<file path="src/rtl/muldiv_pkg.sv">
`default_nettype none

package muldiv_pkg;

    ////////////////////
    // Operation codes
    ////////////////////

    // Op level as held by the pipeline
    typedef logic [3:0] md_op_t;

    // Zero and the unused codes do nothing
    localparam md_op_t MD_NOP   = 4'd0;
    localparam md_op_t MD_DIV   = 4'd1;
    localparam md_op_t MD_DIVU  = 4'd2;
    localparam md_op_t MD_MFHI  = 4'd3;
    localparam md_op_t MD_MFLO  = 4'd4;
    localparam md_op_t MD_MTHI  = 4'd5;
    localparam md_op_t MD_MTLO  = 4'd6;
    // Low word of signed product on the result port only
    localparam md_op_t MD_MUL   = 4'd7;
    localparam md_op_t MD_MULT  = 4'd8;
    localparam md_op_t MD_MULTU = 4'd9;

    ////////////////////
    // Result select
    ////////////////////

    typedef logic [1:0] res_sel_t;

    localparam res_sel_t RES_ZERO = 2'd0;
    localparam res_sel_t RES_HI   = 2'd1;
    localparam res_sel_t RES_LO   = 2'd2;
    localparam res_sel_t RES_MUL  = 2'd3;

    // Data width unless the top level says otherwise
    localparam int MD_XLEN_DEFAULT = 32;

endpackage

`default_nettype wire

</file>
<file path="src/rtl/md_decode.sv">
`timescale 1ns/10ps
`default_nettype none

module md_decode (
    input  wire                  clk,
    input  wire                  arst_n,
    input  muldiv_pkg::md_op_t   md_op,
    input  wire                  mul_done,
    input  wire                  div_done,
    output logic                 mul_start,
    output logic                 mul_signed,
    output logic                 div_start,
    output logic                 div_signed,
    output logic                 hi_src_mt,
    output logic                 lo_src_mt,
    output logic                 prod_we,
    output muldiv_pkg::res_sel_t res_sel,
    output logic                 md_stall
);

    // Op class
    logic is_mul;
    logic is_div;

    // Unit occupied since its start pulse
    logic mul_busy;
    logic div_busy;

    ////////////////////
    // Op classification
    ////////////////////

    always_comb begin
        is_mul     = 1'b0;
        is_div     = 1'b0;
        mul_signed = 1'b0;
        div_signed = 1'b0;
        hi_src_mt  = 1'b0;
        lo_src_mt  = 1'b0;
        prod_we    = 1'b0;
        res_sel    = muldiv_pkg::RES_ZERO;
        case (md_op)
            muldiv_pkg::MD_DIV: begin
                is_div     = 1'b1;
                div_signed = 1'b1;
            end
            muldiv_pkg::MD_DIVU: is_div = 1'b1;
            muldiv_pkg::MD_MFHI: res_sel = muldiv_pkg::RES_HI;
            muldiv_pkg::MD_MFLO: res_sel = muldiv_pkg::RES_LO;
            muldiv_pkg::MD_MTHI: hi_src_mt = 1'b1;
            muldiv_pkg::MD_MTLO: lo_src_mt = 1'b1;
            muldiv_pkg::MD_MUL: begin
                // Result goes to the port and leaves HI and LO untouched
                is_mul     = 1'b1;
                mul_signed = 1'b1;
                res_sel    = muldiv_pkg::RES_MUL;
            end
            muldiv_pkg::MD_MULT: begin
                is_mul     = 1'b1;
                mul_signed = 1'b1;
                prod_we    = 1'b1;
            end
            muldiv_pkg::MD_MULTU: begin
                is_mul  = 1'b1;
                prod_we = 1'b1;
            end
            default: ;
        endcase
    end

    ////////////////////
    // Start and stall
    ////////////////////

    // One pulse per instruction and only from an idle unit
    assign mul_start = is_mul & ~mul_busy;
    assign div_start = is_div & ~div_busy;

    // Held until the unit reports done
    assign md_stall = (is_mul & ~mul_done) | (is_div & ~div_done);

    // Busy set on start, cleared on done
    always_ff @(posedge clk or negedge arst_n) begin
        if (!arst_n) begin
            mul_busy <= 1'b0;
            div_busy <= 1'b0;
        end else begin
            if (mul_start)
                mul_busy <= 1'b1;
            else if (mul_done)
                mul_busy <= 1'b0;
            if (div_start)
                div_busy <= 1'b1;
            else if (div_done)
                div_busy <= 1'b0;
        end
    end

endmodule

`default_nettype wire

</file>
<file path="src/rtl/md_multiplier.sv">
`timescale 1ns/10ps
`default_nettype none

module md_multiplier #(
    parameter int XLEN = muldiv_pkg::MD_XLEN_DEFAULT
) (
    input  wire                 clk,
    input  wire                 arst_n,
    input  wire                 mul_start,
    input  wire                 mul_signed,
    input  wire  [XLEN-1:0]     rs,
    input  wire  [XLEN-1:0]     rt,
    output logic [2*XLEN-1:0]   prod,
    output logic                mul_done
);

    // Operands widened by one bit
    // Top bit is the sign for signed ops, zero otherwise
    logic signed [XLEN:0]     rs_ext;
    logic signed [XLEN:0]     rt_ext;
    logic signed [2*XLEN-1:0] prod_full;

    assign rs_ext = {mul_signed & rs[XLEN-1], rs};
    assign rt_ext = {mul_signed & rt[XLEN-1], rt};

    // Signed multiply covers both cases after extension
    assign prod_full = rs_ext * rt_ext;

    // Product register, loaded only on start
    always_ff @(posedge clk) begin
        if (mul_start)
            prod <= prod_full;
    end

    // Done one cycle after start
    always_ff @(posedge clk or negedge arst_n) begin
        if (!arst_n)
            mul_done <= 1'b0;
        else
            mul_done <= mul_start;
    end

endmodule

`default_nettype wire

</file>
<file path="src/rtl/md_divider.sv">
`timescale 1ns/10ps
`default_nettype none

module md_divider #(
    parameter int XLEN = muldiv_pkg::MD_XLEN_DEFAULT
) (
    input  wire                 clk,
    input  wire                 arst_n,
    input  wire                 div_start,
    input  wire                 div_signed,
    input  wire  [XLEN-1:0]     rs,
    input  wire  [XLEN-1:0]     rt,
    output logic [XLEN-1:0]     quot,
    output logic [XLEN-1:0]     rem,
    output logic                div_done
);

    localparam int CNT_W = $clog2(XLEN + 1);

    typedef enum logic [1:0] {
        DIV_IDLE,
        DIV_SUB,
        DIV_FIX
    } div_state_t;

    // Steps left in the current divide
    typedef logic [CNT_W-1:0] step_cnt_t;

    div_state_t state;
    step_cnt_t  step_cnt;

    // Quotient shift register that starts out holding the dividend magnitude
    logic [XLEN-1:0] quo_q;
    // Partial remainder
    logic [XLEN-1:0] part_rem;
    // Divisor magnitude
    logic [XLEN-1:0] dsr_q;
    // Result signs
    logic            quo_neg;
    logic            rem_neg;

    // Operand signs for signed divides only
    logic            rs_neg;
    logic            rt_neg;

    // One restoring step
    logic [XLEN:0]   shifted;
    logic [XLEN:0]   diff;
    logic            fits;

    assign rs_neg = div_signed & rs[XLEN-1];
    assign rt_neg = div_signed & rt[XLEN-1];

    // Bring down the next dividend bit
    assign shifted = {part_rem, quo_q[XLEN-1]};
    assign diff    = shifted - {1'b0, dsr_q};
    // No borrow means the divisor fits
    assign fits    = ~diff[XLEN];

    ////////////////////
    // Control FSM
    ////////////////////

    always_ff @(posedge clk or negedge arst_n) begin
        if (!arst_n) begin
            state    <= DIV_IDLE;
            step_cnt <= '0;
        end else begin
            case (state)
                DIV_IDLE: begin
                    if (div_start) begin
                        state    <= DIV_SUB;
                        step_cnt <= step_cnt_t'(XLEN);
                    end
                end
                DIV_SUB: begin
                    step_cnt <= step_cnt - step_cnt_t'(1);
                    // Last step this cycle
                    if (step_cnt == step_cnt_t'(1))
                        state <= DIV_FIX;
                end
                DIV_FIX: state <= DIV_IDLE;
                default: state <= DIV_IDLE;
            endcase
        end
    end

    ////////////////////
    // Datapath
    ////////////////////

    always_ff @(posedge clk) begin
        if (state == DIV_IDLE && div_start) begin
            // Magnitudes in and signs kept aside
            quo_q    <= rs_neg ? -rs : rs;
            dsr_q    <= rt_neg ? -rt : rt;
            part_rem <= '0;
            quo_neg  <= rs_neg ^ rt_neg;
            rem_neg  <= rs_neg;
        end else if (state == DIV_SUB) begin
            quo_q    <= {quo_q[XLEN-2:0], fits};
            part_rem <= fits ? diff[XLEN-1:0] : shifted[XLEN-1:0];
        end
    end

    // Zero divisor always fits, so the quotient ends up all ones
    // and the remainder is the dividend magnitude

    // Signs applied on the way out and valid in the fix state
    assign quot     = quo_neg ? -quo_q : quo_q;
    assign rem      = rem_neg ? -part_rem : part_rem;
    assign div_done = (state == DIV_FIX);

endmodule

`default_nettype wire

</file>
<file path="src/rtl/md_hilo.sv">
`timescale 1ns/10ps
`default_nettype none

module md_hilo #(
    parameter int XLEN = muldiv_pkg::MD_XLEN_DEFAULT
) (
    input  wire                   clk,
    input  wire                   arst_n,
    input  wire                   hi_src_mt,
    input  wire                   lo_src_mt,
    input  wire                   prod_we,
    input  wire                   mul_done,
    input  wire                   div_done,
    input  muldiv_pkg::res_sel_t  res_sel,
    input  wire  [XLEN-1:0]       rs,
    input  wire  [2*XLEN-1:0]     prod,
    input  wire  [XLEN-1:0]       quot,
    input  wire  [XLEN-1:0]       rem,
    output logic [XLEN-1:0]       res_out
);

    logic [XLEN-1:0] hi;
    logic [XLEN-1:0] lo;

    // Product lands in HI and LO only for MULT and MULTU
    logic prod_wr;

    assign prod_wr = prod_we & mul_done;

    ////////////////////
    // HI and LO
    ////////////////////

    // Move-to first, then product, then divide result
    always_ff @(posedge clk or negedge arst_n) begin
        if (!arst_n) begin
            hi <= '0;
            lo <= '0;
        end else begin
            if (hi_src_mt)
                hi <= rs;
            else if (prod_wr)
                hi <= prod[2*XLEN-1:XLEN];
            else if (div_done)
                hi <= rem;

            if (lo_src_mt)
                lo <= rs;
            else if (prod_wr)
                lo <= prod[XLEN-1:0];
            else if (div_done)
                lo <= quot;
        end
    end

    ////////////////////
    // Result port
    ////////////////////

    always_comb begin
        case (res_sel)
            muldiv_pkg::RES_HI:  res_out = hi;
            muldiv_pkg::RES_LO:  res_out = lo;
            // Low word for MUL
            muldiv_pkg::RES_MUL: res_out = prod[XLEN-1:0];
            default:             res_out = '0;
        endcase
    end

endmodule

`default_nettype wire

</file>
<file path="src/rtl/muldiv_unit.sv">
`timescale 1ns/10ps
`default_nettype none

module muldiv_unit #(
    parameter int XLEN = muldiv_pkg::MD_XLEN_DEFAULT
) (
    input  wire                 clk,
    input  wire                 arst_n,
    input  muldiv_pkg::md_op_t  md_op,
    input  wire  [XLEN-1:0]     rs,
    input  wire  [XLEN-1:0]     rt,
    output logic [XLEN-1:0]     res_out,
    output logic                md_stall
);

    // Decode to units
    logic                 mul_start;
    logic                 mul_signed;
    logic                 div_start;
    logic                 div_signed;
    logic                 hi_src_mt;
    logic                 lo_src_mt;
    logic                 prod_we;
    muldiv_pkg::res_sel_t res_sel;

    // Units back to decode and HI/LO
    logic                 mul_done;
    logic                 div_done;
    logic [2*XLEN-1:0]    prod;
    logic [XLEN-1:0]      quot;
    logic [XLEN-1:0]      rem;

    md_decode u_decode (
        .clk        (clk),
        .arst_n     (arst_n),
        .md_op      (md_op),
        .mul_done   (mul_done),
        .div_done   (div_done),
        .mul_start  (mul_start),
        .mul_signed (mul_signed),
        .div_start  (div_start),
        .div_signed (div_signed),
        .hi_src_mt  (hi_src_mt),
        .lo_src_mt  (lo_src_mt),
        .prod_we    (prod_we),
        .res_sel    (res_sel),
        .md_stall   (md_stall)
    );

    // Single-cycle product
    md_multiplier #(.XLEN(XLEN)) u_multiplier (
        .clk        (clk),
        .arst_n     (arst_n),
        .mul_start  (mul_start),
        .mul_signed (mul_signed),
        .rs         (rs),
        .rt         (rt),
        .prod       (prod),
        .mul_done   (mul_done)
    );

    // One quotient bit per clock
    md_divider #(.XLEN(XLEN)) u_divider (
        .clk        (clk),
        .arst_n     (arst_n),
        .div_start  (div_start),
        .div_signed (div_signed),
        .rs         (rs),
        .rt         (rt),
        .quot       (quot),
        .rem        (rem),
        .div_done   (div_done)
    );

    md_hilo #(.XLEN(XLEN)) u_hilo (
        .clk        (clk),
        .arst_n     (arst_n),
        .hi_src_mt  (hi_src_mt),
        .lo_src_mt  (lo_src_mt),
        .prod_we    (prod_we),
        .mul_done   (mul_done),
        .div_done   (div_done),
        .res_sel    (res_sel),
        .rs         (rs),
        .prod       (prod),
        .quot       (quot),
        .rem        (rem),
        .res_out    (res_out)
    );

endmodule

`default_nettype wire

</file>
<file path="config.mk">
export PLATFORM = sky130hd
export DESIGN_NAME = muldiv_unit
export DESIGN_NICKNAME = d
export VERILOG_FILES = /design/src/rtl/muldiv_pkg.sv /design/src/rtl/md_decode.sv /design/src/rtl/md_multiplier.sv /design/src/rtl/md_divider.sv /design/src/rtl/md_hilo.sv /design/src/rtl/muldiv_unit.sv
export SDC_FILE = /design/constraint.sdc
export NUM_CORES = 2
export LEC_CHECK = 0
export ABC_AREA = 1
export BUFFER_PORTS_ARGS = -buffer_cell sky130_fd_sc_hd__buf_2
export CORE_MARGIN = 1.5
export CORE_UTILIZATION = 45
export CTS_CLUSTER_DIAMETER = 150
export DETAILED_ROUTE_END_ITERATION = 8
export GPL_ROUTABILITY_DRIVEN = 0
export SYNTH_ARGS = -nofsm -noshare
export SYNTH_HDL_FRONTEND = slang
export SYNTH_SLANG_ARGS = --single-unit
</file>
<file path="constraint.sdc">
create_clock -name clk -period 4.15 [get_ports clk]
set_input_delay 0.83 -clock clk [delete_from_list [all_inputs] [get_ports clk]]
set_output_delay 0.83 -clock clk [all_outputs]
set_load 0.02 [all_outputs]
</file>
## Word-level counts from Yosys, hierarchy flattened

Index checks and enable logic that the tools add are counted.

| operators by class | value |
|---|---|
| reduce and logical (&&, ||, !) cells | 14 |
| bitwise operators | 16 |
| multipliers | 1 |
| div/mod/pow operators | 0 |
| multiplexer cells | 31 |
| eq/ne operators | 17 |
| add/sub/neg operators | 6 |
| shift operators | 0 |
| $lt $le $gt $ge | 0 |

Operator list:

| cell | number |
|---|---|
| two-way mux 32 bit | 13 |
| negator 32 bit | 4 |
| one-hot mux 32 bit (3 select lines) | 1 |
| multiplier 33 x 33 -> 64 bit | 1 |
| subtractor 33 x 32 -> 33 bit | 1 |
| equality test 4 x 3 -> 1 bit (second input constant) | 4 |
| one-hot mux 6 bit (2 select lines) | 1 |
| two-way mux 1 bit | 11 |
| bitwise AND 1 bit | 9 |
| equality test 4 x 2 -> 1 bit (second input constant) | 2 |
| equality test 4 bit (second input constant) | 2 |
| nonzero test 2 bit | 4 |
| equality test 2 bit (second input constant) | 3 |
| equality test 6 x 1 -> 1 bit (second input constant) | 1 |
| two-way mux 6 bit | 1 |
| one-hot mux 2 bit (3 select lines) | 1 |
| nonzero test 3 bit | 2 |
| OR reduction 2 bit | 3 |
| subtractor 6 x 1 -> 6 bit (second input constant) | 1 |
| NOT 1 bit | 5 |
| equality test 2 x 1 -> 1 bit (second input constant) | 2 |
| equality test 4 x 1 -> 1 bit (second input constant) | 1 |
| two-way mux 2 bit | 2 |
| inequality test 2 x 1 -> 1 bit (second input constant) | 2 |
| 7 further kinds | 8 |

| storage, ports and cells | value |
|---|---|
| bits in registers | 237 |
| bits in latches | 0 |
| memories | 0 |
| input port bits | 70 |
| RAM bits | 0 |
| memory bits (read-only) | 0 |

## Depth between registers and ports, before layout

| depth | value |
|---|---|
| depth after elaboration | 6 |
| mapped depth | 35 |
| mapped depth without buffers | 33 |

## Modules after synthesis

Synthesis repeated with hierarchy kept, for this count alone.

| second synthesis, totals | value |
|---|---|
| cells, all modules | 7,476 |
| area total of the unflattened synthesis | 56,550.5 um^2 |

By module, submodules not included:

| module | instances | sequential area each (um^2) | area an instance (um^2) | cells each |
|---|---|---|---|---|
| md_multiplier | 1 | 1,946.9 | 41,705.0 | 5,088 |
| md_divider | 1 | 2,822.7 | 9,983.3 | 1,571 |
| md_hilo | 1 | 1,601.5 | 4,669.5 | 780 |
| md_decode | 1 | 50.0 | 192.7 | 37 |

## Worst setup path after synthesis

No wires, ideal clock.

| timing | value |
|---|---|
| kind | in2reg |
| start | in md_op[3] |
| end | reg u_multiplier.prod[57] (data pin) |
| cell stages on the path | 30 |
| required time | 3.898 ns |
| buffers on the path | 2 |
| slack | -4.060 ns |
| arrival time | 7.958 ns |
| setup time | 0.252 ns |
| path through | inv_1 nor2_1 nand2_1 nand2_1 inv_1 clkbuf_1 buf_1 nor2_1 fa_1 fa_1 fa_1 inv_1 fa_1 inv_1 fa_1 fa_1 inv_1 fa_1 fa_1 inv_1 ha_1 nand2_1 nor2_1 inv_1 nor2_1 nand2_1 nor3_1 nand2_1 nand3_1 nand2_1 |

| on the way | value |
|---|---|
| longest elaborated chain between the ends | 5 |
| elaborated cells between the ends (all ways) | 7 |

RTL lines:

| item | line | RTL |
|---|---|---|
| from (decl) | muldiv_unit.sv:9 | `input muldiv_pkg::md_op_t md_op,` |
| equality test 4 x 3 -> 1 bit / equality test 4 bit (equally long branches) | md_decode.sv:42 | `case (md_op)` |
| OR reduction 2 bit (no source line) (*) | - |  |
| two-way mux 1 bit (*) | md_decode.sv:42 |  |
| bitwise AND 1 bit, on equally long branches | md_multiplier.sv:23, md_multiplier.sv:24 |  |
| multiplier 33 x 33 -> 64 bit (*) | md_multiplier.sv:27 | `assign prod_full = rs_ext * rt_ext;` |
| via u_multiplier.prod_full[57] | md_multiplier.sv:21 | `logic signed [2*XLEN-1:0] prod_full;` |
| to (signal assigned) | md_multiplier.sv:32 | `prod <= prod_full;` |
| to (decl) | md_multiplier.sv:13 | `output logic [2*XLEN-1:0] prod,` |

The timed path passes the listed nets; every way through them passes the cells marked *.
A chain may end at the register's enable or synchronous reset.

## Worst setup path after layout

| timing | value |
|---|---|
| start | in md_op[3] |
| end | reg u_multiplier.prod[59] (data pin) |

The elaborated chain is that of the path after synthesis.

==> results.tsv <==
metric	value	unit
die height	354.5	µm
top cells by count, synth	1,995 x nand2_1, 1,858 x inv_1, 1,126 x fa_1	
failing checks	setup timing	
vias in the first global route	51220	
largest net degree at the start of global routing	68	
post-route insts no fill	9483	
relative slew slack	0.3072	
vias post-DR	49990	
CP peak stage delay	0.63	ns
Final ANT Viol Nets	0	
top cell type's share of synthesized area	0.4055	
FP Rows	128	
number of CTS-inserted buffers	27	
outcome	complete, but fails checks	
Core Area	122200	µm²
port bufs	102	
Syn Std Cell Area	55600	µm²
top-count cell post-synth	nand2_1	
1st-iter DRT viols	4439	
nets	9280	
Critical Path AT	7.60	ns
Final Setup Violations	57	
async set or reset register ratio after synthesis	0.3165	
Syn-to-layout area delta	26.66	%
crit start category	input port	
first-pass GRT wire length	304200	µm
sequential area share after synthesis	0.1155	
worst-margin pin slew	1.028	ns
Yosys reg bits	237	
Initial Util	0.4550	
final worst setup slack	-3.124	ns
Clk Latency, worst-skew pair	0.58	ns
final hold vios	0	
Synth Flop Type	edfxtp_1	
Die W	354.5	µm
EDFF count, synth	130	
clock transition at the registers of the reported paths	0.07	ns
worst path required time	4.47	ns
DP Cell Count	9282	
Synth area leader	fa_1	
share of cells above drive strength 1	0.2202	
initial antenna violation count	8	
die area	125700	µm²
Routed Wire Length	202000	µm
Ys Warns	0	
final instance area	70420	µm²
syn_nets	8693	
CTS tree	yes	
root buffer cell	clkbuf_16	
DRT Pass-1 Iters	6	
clk_skew	0.02236	ns
Final Critical Period	7.274	ns
Filler cells	10810	
Netlist cell types	53	
RSZ-0062 raised after global routing	true	
CTS H-tree depth	1	
max_cap viols	0	
critical setup path kind	input port to flip-flop	
CTS Sinks	237	
fin crit share	1.753	
worst-path fanout max	5	
total global-route track usage	0.3177	
GRT overflow	0	
drt drc	0	
top post-synthesis cells by area	fa_1 41%, nand2_1 13%, inv_1 13%, edfxtp_1 7.0%, ha_1 5.6%	
I/O pins	103	
Slowest-stage cell, CP	fa_2	
average wire per standard cell	21.31	µm
CTS Hold Bufs	0	
Final HPWL DP	158400	µm
Slew Limit Fails	0	
Fmax	137.5	MHz
Worst Setup End Kind	flip-flop	
Min-Delay Path Class	input port to async pin	
clk buf depth	3	
synthesized instance count	7247	
number of vias per cell	5.272	
mean post-synth cell area	7.672	µm²
area of placed instances	63730	µm²
[kinds of logic (layout without fill, tap and decap cells)]
logic type                 after synthesis  in the layout  synth area share
adders and majority gates             1376           1376            0.4617
other                                    0              3                 0
buffers and inverters                 2204           2812            0.1502
DFF                                    237            237            0.1155
muxes                                    1              1         0.0001800
xor gates and xnor gates               126            126           0.01985
AOI/OAI and AO/OA                      496            496           0.05127
and+or+nand+nor                       2807           2807            0.2013
[layout by cell type, fill, tap and decap left out, types with 119 or more instances in the layout]
master,instances
nand2_1,1857
inv_1,1740
fa_1,1048
buf_4,574
nor2_1,291
nand3_1,229
ha_1,168
edfxtp_1,130
o21ai_0,125
buf_6,124
inv_2,119
[state kept, by name, summed over array words and instances (netlist names)]
| name | flops |
|---|---|
| u_multiplier.prod | 64 |
| u_divider.dsr_q | 32 |
| u_divider.part_rem | 32 |
| u_divider.quo_q | 32 |
| u_hilo.hi | 32 |
| u_hilo.lo | 32 |
| u_divider.step_cnt | 6 |
| u_divider.state | 2 |
| u_decode.div_busy | 1 |
| u_decode.mul_busy | 1 |
| u_divider.quo_neg | 1 |
| u_divider.rem_neg | 1 |
| u_multiplier.mul_done | 1 |
[layer usage]
layer  GRT usage  up-vias  part of all wire
met5           0        -           0.00039
met4      0.1625       10             0.065
li1            -    22270                 -
met2      0.5042     2301              0.45
met1      0.4206    24890              0.39
met3     0.05219      526             0.091
[path summary, 6_finish.rpt]
check	from	endpoint	slack, ns	cells past startpoint
setup / recovery	md_op[3]	u_multiplier.prod[59]$_DFFE_PP_	-3.12	33
hold / removal	arst_n	u_divider.step_cnt[1]$_DFFE_PN0P_	0.39	1
setup reg to reg	u_divider.quo_q[31]$_DFFE_PP_	u_divider.part_rem[30]$_SDFFE_PP0P_	0.99	17
hold reg to reg	u_decode.div_busy$_DFFE_PN0P_	u_decode.div_busy$_DFFE_PN0P_	0.49	2
max in group asynchronous	arst_n	u_hilo.lo[20]$_DFFE_PN0P_	2.99	2
min in group clk	u_decode.div_busy$_DFFE_PN0P_	u_decode.div_busy$_DFFE_PN0P_	0.49	2
[worst max-delay path, delay by kind of cell]
family	cells	cell delay, ns
adders and majority gates	9	4.51
and+or+nand+nor	11	1.20
buffers and inverters	13	1.02
[through the flow]
stage               utilization  hold slack [ns]  setup TNS (ns)  setup WS [ns]
floorplan                     -           0.4497         -141.82         -3.301
global placement         0.5215           0.4664         -194.82         -3.941
detailed placement       0.5215           0.4702         -196.72         -3.975
CTS                      0.5612           0.4260         -142.58         -3.028
global route             0.5762           0.4551         -155.73         -3.307
finish                   0.5763           0.3924         -146.32         -3.124
[timing repair]
item,CTS,global route
buffers inserted,105,52
pin swaps,326,272
gates resized for setup,740,370
endpoints found under the setup margin,58,58
endpoints found under the hold margin,0,0
cloned,11,7
[final cells by class]
cell class | instances | area, µm² | share of cell area
Clock buffer | 35 | 779.5 | 0.01107
Sequential cell | 237 | 6421 | 0.09118
Multi-Input combinational cell | 4806 | 45210 | 0.6420
Inverter | 1875 | 7096 | 0.1008
Timing Repair Buffer | 887 | 8791 | 0.1248
Antenna cell | 3 | 7.507 | 0.0001066
Clock inverter | 15 | 83.83 | 0.001190
Tap cell | 1625 | 2033 | 0.02887
Power is left out: the tool's default activity adds up to more than one toggle a clock period on the data nets, which glitch-free logic cannot reach.
